### src/hdl/uart_macros.svh
`ifndef UART_MACROS_SVH
`define UART_MACROS_SVH

`define UART_CLK_FREQ     32'd10_000_000
`define UART_BAUD         32'd1_000_000
`define UART_CLKS_PER_BIT (`UART_CLK_FREQ / `UART_BAUD)

// fifo depth is 2**AW
`define UART_TX_FIFO_AW   4
`define UART_RX_FIFO_AW   4

// register map in byte addresses
`define UART_ADDR_W       4
`define UART_DATA_ADDR    4'd0
`define UART_RX_NUM_ADDR  4'd4
`define UART_STATUS_ADDR  4'd8

`endif

### src/hdl/uart_pkg.sv
package uart_pkg;

	typedef enum logic [2:0] {
		IDLE,
		WR_BUS,
		WR_RESP,
		RD_BUS,
		RD_RESP
	} axil_state_e;

	typedef enum logic [2:0] {
		OP_NONE,
		OP_TX_PUSH,
		OP_RX_POP,
		OP_RX_COUNT,
		OP_STATUS,
		OP_BAD
	} reg_op_e;

	typedef enum logic [1:0] {TX_IDLE, TX_START, TX_DATA, TX_STOP} tx_state_e;

	typedef enum logic [1:0] {RX_IDLE, RX_START, RX_DATA, RX_STOP} rx_state_e;

	typedef enum logic [1:0] {
		OKAY   = 2'b00,
		SLVERR = 2'b10
	} axi_resp_e;

endpackage : uart_pkg

### src/hdl/simp_bus_if.sv
`timescale 1ns/10ps
`include "uart_macros.svh"

interface simp_bus_if;

	logic [`UART_ADDR_W-1:0] addr;
	logic [31:0]             wdata;
	logic [3:0]              be;
	logic                    wr;
	logic                    rd;
	logic                    valid;

	// rdata and err only count while done is high
	logic [31:0]             rdata;
	logic                    done;
	logic                    err;

	modport master (output addr, wdata, be, wr, rd, valid, input rdata, done, err);

	modport slave (input addr, wdata, be, wr, rd, valid, output rdata, done, err);

endinterface : simp_bus_if

### src/hdl/axil2simp.sv
`timescale 1ns/10ps
`include "uart_macros.svh"

module axil2simp import uart_pkg::*; (
	input  logic                    clk,
	input  logic                    rst,
	input  logic                    awvalid_i,
	input  logic [`UART_ADDR_W-1:0] awaddr_i,
	output logic                    awready_o,
	input  logic                    wvalid_i,
	input  logic [31:0]             wdata_i,
	input  logic [3:0]              wstrb_i,
	output logic                    wready_o,
	output logic                    bvalid_o,
	output logic [1:0]              bresp_o,
	input  logic                    bready_i,
	input  logic                    arvalid_i,
	input  logic [`UART_ADDR_W-1:0] araddr_i,
	output logic                    arready_o,
	output logic                    rvalid_o,
	output logic [31:0]             rdata_o,
	output logic [1:0]              rresp_o,
	input  logic                    rready_i,
	simp_bus_if.master              bus
);

	axil_state_e             state;
	logic                    bus_valid;
	logic                    aw_take;
	logic                    ar_take;
	logic [`UART_ADDR_W-1:0] addr_q;
	logic [31:0]             wdata_q;
	logic [3:0]              be_q;
	logic [31:0]             rdata_q;
	axi_resp_e               resp_q;

	// write pair wins over a read arriving in the same cycle
	assign aw_take = (state == IDLE) && awvalid_i && wvalid_i;
	assign ar_take = (state == IDLE) && arvalid_i && !(awvalid_i && wvalid_i);

	assign awready_o = aw_take;
	assign wready_o  = aw_take;
	assign arready_o = ar_take;

	always_ff @(posedge clk or posedge rst) begin
		if (rst) begin
			state     <= IDLE;
			bus_valid <= 1'b0;
		end else begin
			case (state)
				IDLE: begin
					if (aw_take) begin
						state <= WR_BUS;
					end else if (ar_take) begin
						state <= RD_BUS;
					end
				end
				WR_BUS, RD_BUS: begin
					if (bus.done) begin
						bus_valid <= 1'b0;
						if (state == WR_BUS) begin
							state <= WR_RESP;
						end else begin
							state <= RD_RESP;
						end
					end else begin
						bus_valid <= 1'b1;
					end
				end
				WR_RESP: begin
					if (bready_i) begin
						state <= IDLE;
					end
				end
				RD_RESP: begin
					if (rready_i) begin
						state <= IDLE;
					end
				end
				default: state <= IDLE;
			endcase
		end
	end

	always_ff @(posedge clk) begin
		if (aw_take) begin
			addr_q  <= awaddr_i;
			wdata_q <= wdata_i;
			be_q    <= wstrb_i;
		end else if (ar_take) begin
			addr_q <= araddr_i;
		end
		if (bus.valid && bus.done) begin
			rdata_q <= bus.rdata;
			if (bus.err) begin
				resp_q <= SLVERR;
			end else begin
				resp_q <= OKAY;
			end
		end
	end

	assign bus.addr  = addr_q;
	assign bus.wdata = wdata_q;
	assign bus.be    = be_q;
	assign bus.wr    = (state == WR_BUS);
	assign bus.rd    = (state == RD_BUS);
	assign bus.valid = bus_valid;

	assign bvalid_o = (state == WR_RESP);
	assign bresp_o  = resp_q;
	assign rvalid_o = (state == RD_RESP);
	assign rdata_o  = rdata_q;
	assign rresp_o  = resp_q;

	a_one_resp: assert property (@(posedge clk) disable iff (rst) !(bvalid_o && rvalid_o));

	// request must be held until the register block answers
	a_valid_hold: assert property (@(posedge clk) disable iff (rst)
		bus.valid && !bus.done |=> bus.valid);

endmodule : axil2simp

### src/hdl/byte_fifo.sv
`timescale 1ns/10ps

module byte_fifo #(
	parameter int ADDR_W = 4
) (
	input  logic            clk,
	input  logic            rst,
	input  logic            push_i,
	input  logic [7:0]      din_i,
	input  logic            pop_i,
	output logic [7:0]      dout_o,
	output logic            empty_o,
	output logic            full_o,
	output logic [ADDR_W:0] count_o
);

	localparam int DEPTH = 2 ** ADDR_W;

	logic [7:0]        mem [DEPTH];
	logic [ADDR_W-1:0] wr_ptr;
	logic [ADDR_W-1:0] rd_ptr;
	logic [ADDR_W:0]   count;
	logic              do_push;
	logic              do_pop;

	assign empty_o = (count == '0);
	assign full_o  = (count == (ADDR_W+1)'(DEPTH));
	assign count_o = count;
	assign do_push = push_i && !full_o;
	assign do_pop  = pop_i && !empty_o;

	always_ff @(posedge clk or posedge rst) begin
		if (rst) begin
			wr_ptr <= '0;
			rd_ptr <= '0;
			count  <= '0;
		end else begin
			if (do_push) begin
				wr_ptr <= wr_ptr + 1'b1;
			end
			if (do_pop) begin
				rd_ptr <= rd_ptr + 1'b1;
			end
			case ({do_push, do_pop})
				2'b10:   count <= count + 1'b1;
				2'b01:   count <= count - 1'b1;
				default: count <= count;
			endcase
		end
	end

	// storage and read register
	always_ff @(posedge clk) begin
		if (do_push) begin
			mem[wr_ptr] <= din_i;
		end
		if (do_pop) begin
			dout_o <= mem[rd_ptr];
		end
	end

	a_count_max: assert property (@(posedge clk) disable iff (rst)
		count <= (ADDR_W+1)'(DEPTH));

endmodule : byte_fifo

### src/hdl/uart_axil.sv
`timescale 1ns/10ps
`include "uart_macros.svh"

module uart_axil (
	input  logic                    clk,
	input  logic                    rst,
	input  logic                    awvalid_i,
	input  logic [`UART_ADDR_W-1:0] awaddr_i,
	output logic                    awready_o,
	input  logic                    wvalid_i,
	input  logic [31:0]             wdata_i,
	input  logic [3:0]              wstrb_i,
	output logic                    wready_o,
	output logic                    bvalid_o,
	output logic [1:0]              bresp_o,
	input  logic                    bready_i,
	input  logic                    arvalid_i,
	input  logic [`UART_ADDR_W-1:0] araddr_i,
	output logic                    arready_o,
	output logic                    rvalid_o,
	output logic [31:0]             rdata_o,
	output logic [1:0]              rresp_o,
	input  logic                    rready_i,
	input  logic                    uart_rx_i,
	output logic                    uart_tx_o,
	input  logic                    uart_cts_i,
	output logic                    uart_rts_o
);

	logic                      tx_push;
	logic [7:0]                tx_din;
	logic                      tx_pop;
	logic [7:0]                tx_dout;
	logic                      tx_empty;
	logic                      tx_full;
	logic                      tx_busy;
	logic                      rx_push;
	logic [7:0]                rx_din;
	logic                      rx_pop;
	logic [7:0]                rx_dout;
	logic                      rx_empty;
	logic                      rx_full;
	logic [`UART_RX_FIFO_AW:0] rx_count;

	simp_bus_if bus ();

	axil2simp u_bridge (
		.clk       (clk),
		.rst       (rst),
		.awvalid_i (awvalid_i),
		.awaddr_i  (awaddr_i),
		.awready_o (awready_o),
		.wvalid_i  (wvalid_i),
		.wdata_i   (wdata_i),
		.wstrb_i   (wstrb_i),
		.wready_o  (wready_o),
		.bvalid_o  (bvalid_o),
		.bresp_o   (bresp_o),
		.bready_i  (bready_i),
		.arvalid_i (arvalid_i),
		.araddr_i  (araddr_i),
		.arready_o (arready_o),
		.rvalid_o  (rvalid_o),
		.rdata_o   (rdata_o),
		.rresp_o   (rresp_o),
		.rready_i  (rready_i),
		.bus       (bus.master)
	);

	uart_regs u_regs (
		.clk        (clk),
		.rst        (rst),
		.bus        (bus.slave),
		.tx_push_o  (tx_push),
		.tx_byte_o  (tx_din),
		.tx_full_i  (tx_full),
		.rx_pop_o   (rx_pop),
		.rx_byte_i  (rx_dout),
		.rx_empty_i (rx_empty),
		.rx_count_i (rx_count),
		.tx_busy_i  (tx_busy)
	);

	byte_fifo #(.ADDR_W(`UART_TX_FIFO_AW)) u_tx_fifo (
		.clk     (clk),
		.rst     (rst),
		.push_i  (tx_push),
		.din_i   (tx_din),
		.pop_i   (tx_pop),
		.dout_o  (tx_dout),
		.empty_o (tx_empty),
		.full_o  (tx_full),
		.count_o ()
	);

	byte_fifo #(.ADDR_W(`UART_RX_FIFO_AW)) u_rx_fifo (
		.clk     (clk),
		.rst     (rst),
		.push_i  (rx_push),
		.din_i   (rx_din),
		.pop_i   (rx_pop),
		.dout_o  (rx_dout),
		.empty_o (rx_empty),
		.full_o  (rx_full),
		.count_o (rx_count)
	);

	uart_tx_serializer u_tx (
		.clk     (clk),
		.rst     (rst),
		.empty_i (tx_empty),
		.byte_i  (tx_dout),
		.pop_o   (tx_pop),
		.cts_i   (uart_cts_i),
		.busy_o  (tx_busy),
		.txd_o   (uart_tx_o)
	);

	uart_rx_deserializer u_rx (
		.clk          (clk),
		.rst          (rst),
		.rxd_i        (uart_rx_i),
		.byte_valid_o (rx_push),
		.byte_o       (rx_din)
	);

	// ask the far end to hold off while nothing more fits
	assign uart_rts_o = rx_full;

endmodule : uart_axil

### src/hdl/uart_baud_timer.sv
`timescale 1ns/10ps
`include "uart_macros.svh"

module uart_baud_timer (
	input  logic clk,
	input  logic rst,
	input  logic run_i,
	output logic mid_o,
	output logic end_o
);

	localparam int CPB   = `UART_CLKS_PER_BIT;
	localparam int CNT_W = $clog2(CPB);

	logic [CNT_W-1:0] cnt;
	logic             last;

	assign last = (cnt == CNT_W'(CPB - 1));

	always_ff @(posedge clk or posedge rst) begin
		if (rst) begin
			cnt <= '0;
		end else if (!run_i) begin
			cnt <= '0;
		end else if (last) begin
			cnt <= '0;
		end else begin
			cnt <= cnt + 1'b1;
		end
	end

	// pulses only while running
	assign mid_o = run_i && (cnt == CNT_W'(CPB / 2 - 1));
	assign end_o = run_i && last;

endmodule : uart_baud_timer

### src/hdl/uart_regs.sv
`timescale 1ns/10ps
`include "uart_macros.svh"

module uart_regs import uart_pkg::*; (
	input  logic                       clk,
	input  logic                       rst,
	simp_bus_if.slave                  bus,
	output logic                       tx_push_o,
	output logic [7:0]                 tx_byte_o,
	input  logic                       tx_full_i,
	output logic                       rx_pop_o,
	input  logic [7:0]                 rx_byte_i,
	input  logic                       rx_empty_i,
	input  logic [`UART_RX_FIFO_AW:0]  rx_count_i,
	input  logic                       tx_busy_i
);

	reg_op_e op_d;
	reg_op_e op_q;
	logic    rx_took_q;

	always_comb begin
		op_d = OP_BAD;
		if (bus.wr && bus.addr == `UART_DATA_ADDR) begin
			op_d = OP_TX_PUSH;
		end else if (bus.rd) begin
			unique case (bus.addr)
				`UART_DATA_ADDR:   op_d = OP_RX_POP;
				`UART_RX_NUM_ADDR: op_d = OP_RX_COUNT;
				`UART_STATUS_ADDR: op_d = OP_STATUS;
				default:           op_d = OP_BAD;
			endcase
		end
	end

	// pop while registering the op, so the byte is ready in the done cycle
	assign rx_pop_o = bus.valid && (op_q == OP_NONE) && (op_d == OP_RX_POP) && !rx_empty_i;

	always_ff @(posedge clk or posedge rst) begin
		if (rst) begin
			op_q      <= OP_NONE;
			rx_took_q <= 1'b0;
		end else begin
			rx_took_q <= rx_pop_o;
			if (op_q != OP_NONE) begin
				op_q <= OP_NONE;
			end else if (bus.valid) begin
				op_q <= op_d;
			end
		end
	end

	assign bus.done = (op_q != OP_NONE);

	// data only travels in byte lane 0
	assign tx_push_o = (op_q == OP_TX_PUSH) && bus.be[0] && !tx_full_i;
	assign tx_byte_o = bus.wdata[7:0];

	assign bus.err = (op_q == OP_BAD) || ((op_q == OP_TX_PUSH) && tx_full_i);

	always_comb begin
		case (op_q)
			OP_RX_POP:   bus.rdata = rx_took_q ? {24'd0, rx_byte_i} : 32'd0;
			OP_RX_COUNT: bus.rdata = {{(31 - `UART_RX_FIFO_AW){1'b0}}, rx_count_i};
			OP_STATUS:   bus.rdata = {29'd0, tx_busy_i, rx_empty_i, tx_full_i};
			default:     bus.rdata = 32'd0;
		endcase
	end

	// tx fifo only fills through a push from this block
	a_full_after_push: assert property (@(posedge clk) disable iff (rst)
		$rose(tx_full_i) |-> $past(tx_push_o));

	// decoded op must still match the request it answers
	a_req_stable: assert property (@(posedge clk) disable iff (rst)
		bus.done |-> bus.valid && $stable(bus.addr) && $stable(bus.wr));

endmodule : uart_regs

### src/hdl/uart_rx_deserializer.sv
`timescale 1ns/10ps

module uart_rx_deserializer import uart_pkg::*; (
	input  logic       clk,
	input  logic       rst,
	input  logic       rxd_i,
	output logic       byte_valid_o,
	output logic [7:0] byte_o
);

	rx_state_e  state;
	logic       rxd_s1;
	logic       rxd_s2;
	logic       rxd_d;
	logic       fall;
	logic       bit_mid;
	logic [2:0] bit_cnt;
	logic [7:0] shift_q;

	uart_baud_timer u_baud (
		.clk   (clk),
		.rst   (rst),
		.run_i (state != RX_IDLE),
		.mid_o (bit_mid),
		.end_o ()
	);

	// two-flop synchronizer plus one more for edge detect
	always_ff @(posedge clk or posedge rst) begin
		if (rst) begin
			rxd_s1 <= 1'b1;
			rxd_s2 <= 1'b1;
			rxd_d  <= 1'b1;
		end else begin
			rxd_s1 <= rxd_i;
			rxd_s2 <= rxd_s1;
			rxd_d  <= rxd_s2;
		end
	end

	assign fall = rxd_d && !rxd_s2;

	always_ff @(posedge clk or posedge rst) begin
		if (rst) begin
			state        <= RX_IDLE;
			bit_cnt      <= 3'd0;
			byte_valid_o <= 1'b0;
		end else begin
			byte_valid_o <= 1'b0;
			case (state)
				RX_IDLE: begin
					if (fall) begin
						state <= RX_START;
					end
				end
				RX_START: begin
					// start bit must still be low at mid-bit
					if (bit_mid) begin
						bit_cnt <= 3'd0;
						if (rxd_s2) begin
							state <= RX_IDLE;
						end else begin
							state <= RX_DATA;
						end
					end
				end
				RX_DATA: begin
					if (bit_mid) begin
						bit_cnt <= bit_cnt + 3'd1;
						if (bit_cnt == 3'd7) begin
							state <= RX_STOP;
						end
					end
				end
				RX_STOP: begin
					if (bit_mid) begin
						byte_valid_o <= rxd_s2;
						state        <= RX_IDLE;
					end
				end
				default: state <= RX_IDLE;
			endcase
		end
	end

	// lsb first
	always_ff @(posedge clk) begin
		if (state == RX_DATA && bit_mid) begin
			shift_q <= {rxd_s2, shift_q[7:1]};
		end
	end

	assign byte_o = shift_q;

endmodule : uart_rx_deserializer

### src/hdl/uart_tx_serializer.sv
`timescale 1ns/10ps

module uart_tx_serializer import uart_pkg::*; (
	input  logic       clk,
	input  logic       rst,
	input  logic       empty_i,
	input  logic [7:0] byte_i,
	output logic       pop_o,
	input  logic       cts_i,
	output logic       busy_o,
	output logic       txd_o
);

	tx_state_e  state;
	logic       bit_end;
	logic       load_q;
	logic [2:0] bit_cnt;
	logic [7:0] shift_q;

	uart_baud_timer u_baud (
		.clk   (clk),
		.rst   (rst),
		.run_i (state != TX_IDLE),
		.mid_o (),
		.end_o (bit_end)
	);

	// cts only matters between frames
	assign pop_o  = (state == TX_IDLE) && !empty_i && !cts_i;
	assign busy_o = pop_o || (state != TX_IDLE);

	always_ff @(posedge clk or posedge rst) begin
		if (rst) begin
			state   <= TX_IDLE;
			load_q  <= 1'b0;
			bit_cnt <= 3'd0;
		end else begin
			load_q <= pop_o;
			case (state)
				TX_IDLE: begin
					if (pop_o) begin
						state <= TX_START;
					end
				end
				TX_START: begin
					if (bit_end) begin
						state   <= TX_DATA;
						bit_cnt <= 3'd0;
					end
				end
				TX_DATA: begin
					if (bit_end) begin
						bit_cnt <= bit_cnt + 3'd1;
						if (bit_cnt == 3'd7) begin
							state <= TX_STOP;
						end
					end
				end
				TX_STOP: begin
					if (bit_end) begin
						state <= TX_IDLE;
					end
				end
				default: state <= TX_IDLE;
			endcase
		end
	end

	// fifo read data shows up one cycle after the pop
	always_ff @(posedge clk) begin
		if (load_q) begin
			shift_q <= byte_i;
		end else if (state == TX_DATA && bit_end) begin
			shift_q <= {1'b1, shift_q[7:1]};
		end
	end

	assign txd_o = (state == TX_START) ? 1'b0 :
	               (state == TX_DATA)  ? shift_q[0] : 1'b1;

endmodule : uart_tx_serializer

### config.mk
export PLATFORM = sky130hd
export DESIGN_NAME = uart_axil
export DESIGN_NICKNAME = d
export VERILOG_FILES = /design/src/hdl/uart_pkg.sv /design/src/hdl/simp_bus_if.sv /design/src/hdl/axil2simp.sv /design/src/hdl/byte_fifo.sv /design/src/hdl/uart_axil.sv /design/src/hdl/uart_baud_timer.sv /design/src/hdl/uart_regs.sv /design/src/hdl/uart_rx_deserializer.sv /design/src/hdl/uart_tx_serializer.sv
export VERILOG_INCLUDE_DIRS = /design/src /design/src/hdl
export SDC_FILE = /design/constraint.sdc
export NUM_CORES = 1
export LEC_CHECK = 0
export BUFFER_PORTS_ARGS = -buffer_cell sky130_fd_sc_hd__buf_2
export CORE_MARGIN = 1
export CORE_UTILIZATION = 50
export CTS_BUF_LIST = sky130_fd_sc_hd__clkbuf_16
export CTS_CLUSTER_DIAMETER = 50
export CTS_CLUSTER_SIZE = 25
export DETAILED_ROUTE_END_ITERATION = 7
export HOLD_SLACK_MARGIN = 0.05
export PLACE_DENSITY_LB_ADDON = 0.08
export SKIP_CTS_REPAIR_TIMING = 1
export SLEW_MARGIN = 20
export SYNTH_ARGS = -nofsm -noshare
export SYNTH_HDL_FRONTEND = slang
export SYNTH_SLANG_ARGS = --single-unit
### constraint.sdc
create_clock -name clk -period 3.8 [get_ports clk]
set_clock_uncertainty 0.15 [all_clocks]
set_input_delay 0.19 -clock clk [delete_from_list [all_inputs] [get_ports clk]]
set_output_delay 0.19 -clock clk [all_outputs]
set_load 0.1 [all_outputs]
==> results by group <==
Outcome
  • Run status: completed

Critical path
  • Crit path DAT: approximately 3600 ps
  • Reg2reg setup slack: between 400 and 500 ps
  • CP max stage delay: ~470 ps
  • CP Cell Sequence: nor4_2 > a21oi_1 > and4b_2 > inv_1 > ha_1 > inv_1 > fa_1 > nor2b_1 > o21ai_0 > nand3_1 > or3b_1 > xnor2_1
  • Max stage delay cell, worst path: fa_1
  • Worst R2R Start: u_tx_fifo.count_o[0]
  • R2R depth: 12
  • Worst-path maximum fanout: 9
  • Setup crit end kind: register
  • Worst r2r dst: u_tx_fifo.count_o[4]
  • Critical Path RT: 4040 ps
  • Cell mode on critical path: inv_1
  • Worst Setup Start Kind: register
  • CP Class: reg -> reg

STA
  • Tcrit/Tclk final: 87.9%
  • Final-report hold violation count: 0
  • Post-layout minimum cycle time: 3340 ps
  • Slew @ Worst Pin: 967 ps
  • Max_slew headroom: 35.3%
  • Setup_tns: 0 ps
  • FMAX: 299 MHz
  • RSZ-0062 raised after global routing: no
  • Slew Limit Fails: 0
  • Count of final setup violators: 0

Floorplan
  • Die Wd: 177 µm
  • Height of the die: 177 µm
  • IO Count: 96
  • Core area: roughly 30000 µm²
  • Row cnt: 63
  • Initial Util: 51.2%
  • DIE AREA: 31300 µm²

Placement
  • Global placer's final weighted congestion: 0.793
  • Hpwl dp: 19200 µm
  • DP Area: 15800 µm²
  • I/O Buffers: between 40 and 50

GRT
  • Vias in the first global route: 8055
  • First-pass GRT wire length: around 46000 µm
  • Gr usage total: 19.7%
  • Largest net degree at the start of global routing: 58
  • Number of antenna violations at the first check in global routing: 0
  • Gr ovfl total: 0

Drt
  • Detailed-route DRC error count: 0
  • Via count: 7764
  • Vias/cell: 5.55
  • Final WL: 29300 µm
  • Final ANT Viol Nets: 0
  • Drt initial violations: a little under 600
  • Wire length per cell: 21.0 µm
  • DRT Pass-1 Iters: 4

Power and ir drop
  • VDD IR max: between 0.4 and 0.5 mV
  • Sequential share of power: around 50%
  • Combinational fraction of design power: 12.9%
  • Power Density: roughly 560 nW/µm²
  • Clock power share: 37.2%
  • Int Pwr: 0.00689 W
  • Switching share of power: 28.8%
  • P_leak: around 6 nW
  • Net Sw Power: 0.00279 W

Hold path
  • Worst Hold End: u_bridge.bus.wdata[0]
  • Hold Path Class: in -> reg
  • Hold path start: awvalid_i
  • WHS Path Cells: 3

Clock tree
  • Clk slew on worst S/H paths: 70 ps
  • CTS Buf Count: 36
  • Clock Tree Root: clkbuf_16
  • Worst-case clock buffer depth: 3
  • H-Tree Depth: 2
  • CTS tree: built
  • Clock sink count: 367
  • Worst skew pair latency: approximately 530 ps

Finish
  • Post-route cell area: 17200 µm²
  • Area of the multi-input gates: 4110 µm²
  • Sequential cell area: 10700 µm²
  • Area grow syn2layout: 12.7%
  • Layout cells sized above 1: 21.1%
  • Commonest non-fill, non-tap cell in the layout: edfxtp_1
  • Commonest non-fill, non-tap cells in the layout: edfxtp_1 (310), dfrtp_1 (52), mux4_2 (48)
  • Net count, final: 1074
  • N_diodes: 0
  • Filler cells: around 2300

Synthesis
  • Most used DFF post-synth: edfxtp_1
  • Synth Instances: 906
  • Register area share after synthesis: 70.2%
  • Post-synth EDFFs: 310
  • Top post-synthesis cells by area: edfxtp_1 (61%), dfrtp_1 (8.8%), mux4_2 (7.1%), ha_1 (2.9%), mux2i_1 (2.3%)
  • Netlist cell types: 60
  • Yosys warnings: 0
  • Yosys top cell area share: 60.9%
  • Flops & latches, synth: around 370
  • Synth Cell Area: 15300 µm²
  • FFs w/ async S/R, synth: 15.5%
  • Avg Inst Size Synth: 16.9 µm²
  • Area leader, netlist: edfxtp_1

Run
  • Maximum capacitance violations: 0
area by class of cell:
cell class | instances | share of cell area, %
flip-flops and latches | 367 | 62.3
multi-input cells | 470 | 23.9
clock buffers | 37 | 5.37
repair buffers | 82 | 3.35
well taps | 390 | 2.83
clock inverters | 27 | 1.67
inverters | 27 | 0.588
sequential cells by signal (all words and copies together), names as in the netlist, 5 cells and up, named ones only:
signal / cells
u_tx_fifo.mem: 128
u_rx_fifo.dout_o: 8
u_rx_fifo.count_o: 5
u_bridge.bus.wdata: 8
u_bridge.rdata_o: 8
u_rx.byte_o: 8
u_tx_fifo.count_o: 5
u_tx.shift_q: 8
u_rx_fifo.mem: 128
u_tx_fifo.dout_o: 8
metrics by stage:
step / worst slack (ps) / instances / utilization, % / hold slack (ps) / power, W
after floorplan: 766 / 931 / - / 44.5 / 0.00589
after global placement: 590 / 1314 / 52.9 / 147 / 0.00606
after detailed placement: 482 / 1314 / 52.9 / 146 / 0.00615
after CTS: 455 / 1378 / 56.9 / -395 / 0.00975
after global routing: 209 / 1400 / 57.7 / 106 / 0.0100
final: 460 / 1400 / 57.7 / 85.2 / 0.00968
layer usage:
| layer | wire length [µm] | global-route usage (%) | part of all wire [%] | vias up |
|---|---|---|---|---|
| met5 | 0 | 0 | 0 | - |
| li1 | - | - | - | 3582 |
| met4 | 1070 | 8.26 | 3.6 | 0 |
| met1 | 11800 | 24.8 | 40 | 3935 |
| met2 | 15400 | 34.0 | 52 | 173 |
| met3 | 1100 | 2.99 | 3.8 | 74 |
power by group through the flow:
stage	logic, W	clock network (W)	registers [W]
floorplan	0.000889	0	0.00500
global placement	0.00116	0	0.00490
detailed placement	0.00122	0	0.00493
CTS	0.00123	0.00368	0.00484
global route	0.00135	0.00382	0.00487
finish	0.00124	0.00360	0.00484
kinds of logic (layout without fill, tap and decap cells):
group / after synthesis / count (layout) / synth area share, %
adder cells (fa/ha/maj): 37 / 37 / 3.12
buffers and inverters: 94 / 173 / 3.54
AND/OR/NAND/NOR: 163 / 163 / 5.65
multiplexers: 109 / 109 / 11.3
other: 1 / 26 / 0.0245
AO/OA/AOI/OAI: 113 / 113 / 4.90
XOR/XNOR: 22 / 22 / 1.26
flip-flops: 367 / 367 / 70.2
synth_stat cells (3+ instances only):
master,count
a211oi_1,7
a211oi_2,3
a21o_1,4
a21oi_1,28
a221oi_1,8
a22o_1,10
a22oi_1,15
and2_1,9
and3_1,4
buf_1,5
buf_2,9
buf_4,34
buf_6,4
clkbuf_1,13
dfrtp_1,54
dfstp_2,3
edfxtp_1,310
ha_1,35
inv_1,27
mux2_2,25
mux2i_1,35
mux4_2,48
nand2_1,43
nand2b_1,13
nand3_1,6
nand4_1,3
nor2_1,41
nor2b_1,15
nor3_1,12
o21ai_0,27
xnor2_1,15
xor2_1,7
worst max path at each step:
stage	to	startpoint
6_report	u_tx_fifo.count_o[4]	u_tx_fifo.count_o[0]
5_1_grt	u_tx_fifo.count_o[4]	u_tx_fifo.count_o[0]
4_1_cts	u_tx_fifo.count_o[4]	u_tx_fifo.count_o[0]
3_5_place_dp	u_tx_fifo.count_o[4]	u_tx_fifo.count_o[0]
3_3_place_gp	u_tx_fifo.count_o[4]	u_tx_fifo.count_o[0]
2_1_floorplan	rvalid_o	u_bridge.state[1]
worst max-delay path: cells and delay by family, from the launching register on:
kind            cells  cell delay (ps)
compound gates      2              260
xor+xnor            1              130
fa+ha+maj           2              690
buf+inv             2              190
flops               1              440
simple gates        5             1350
Note: power is estimated with default switching activity, not from simulation.
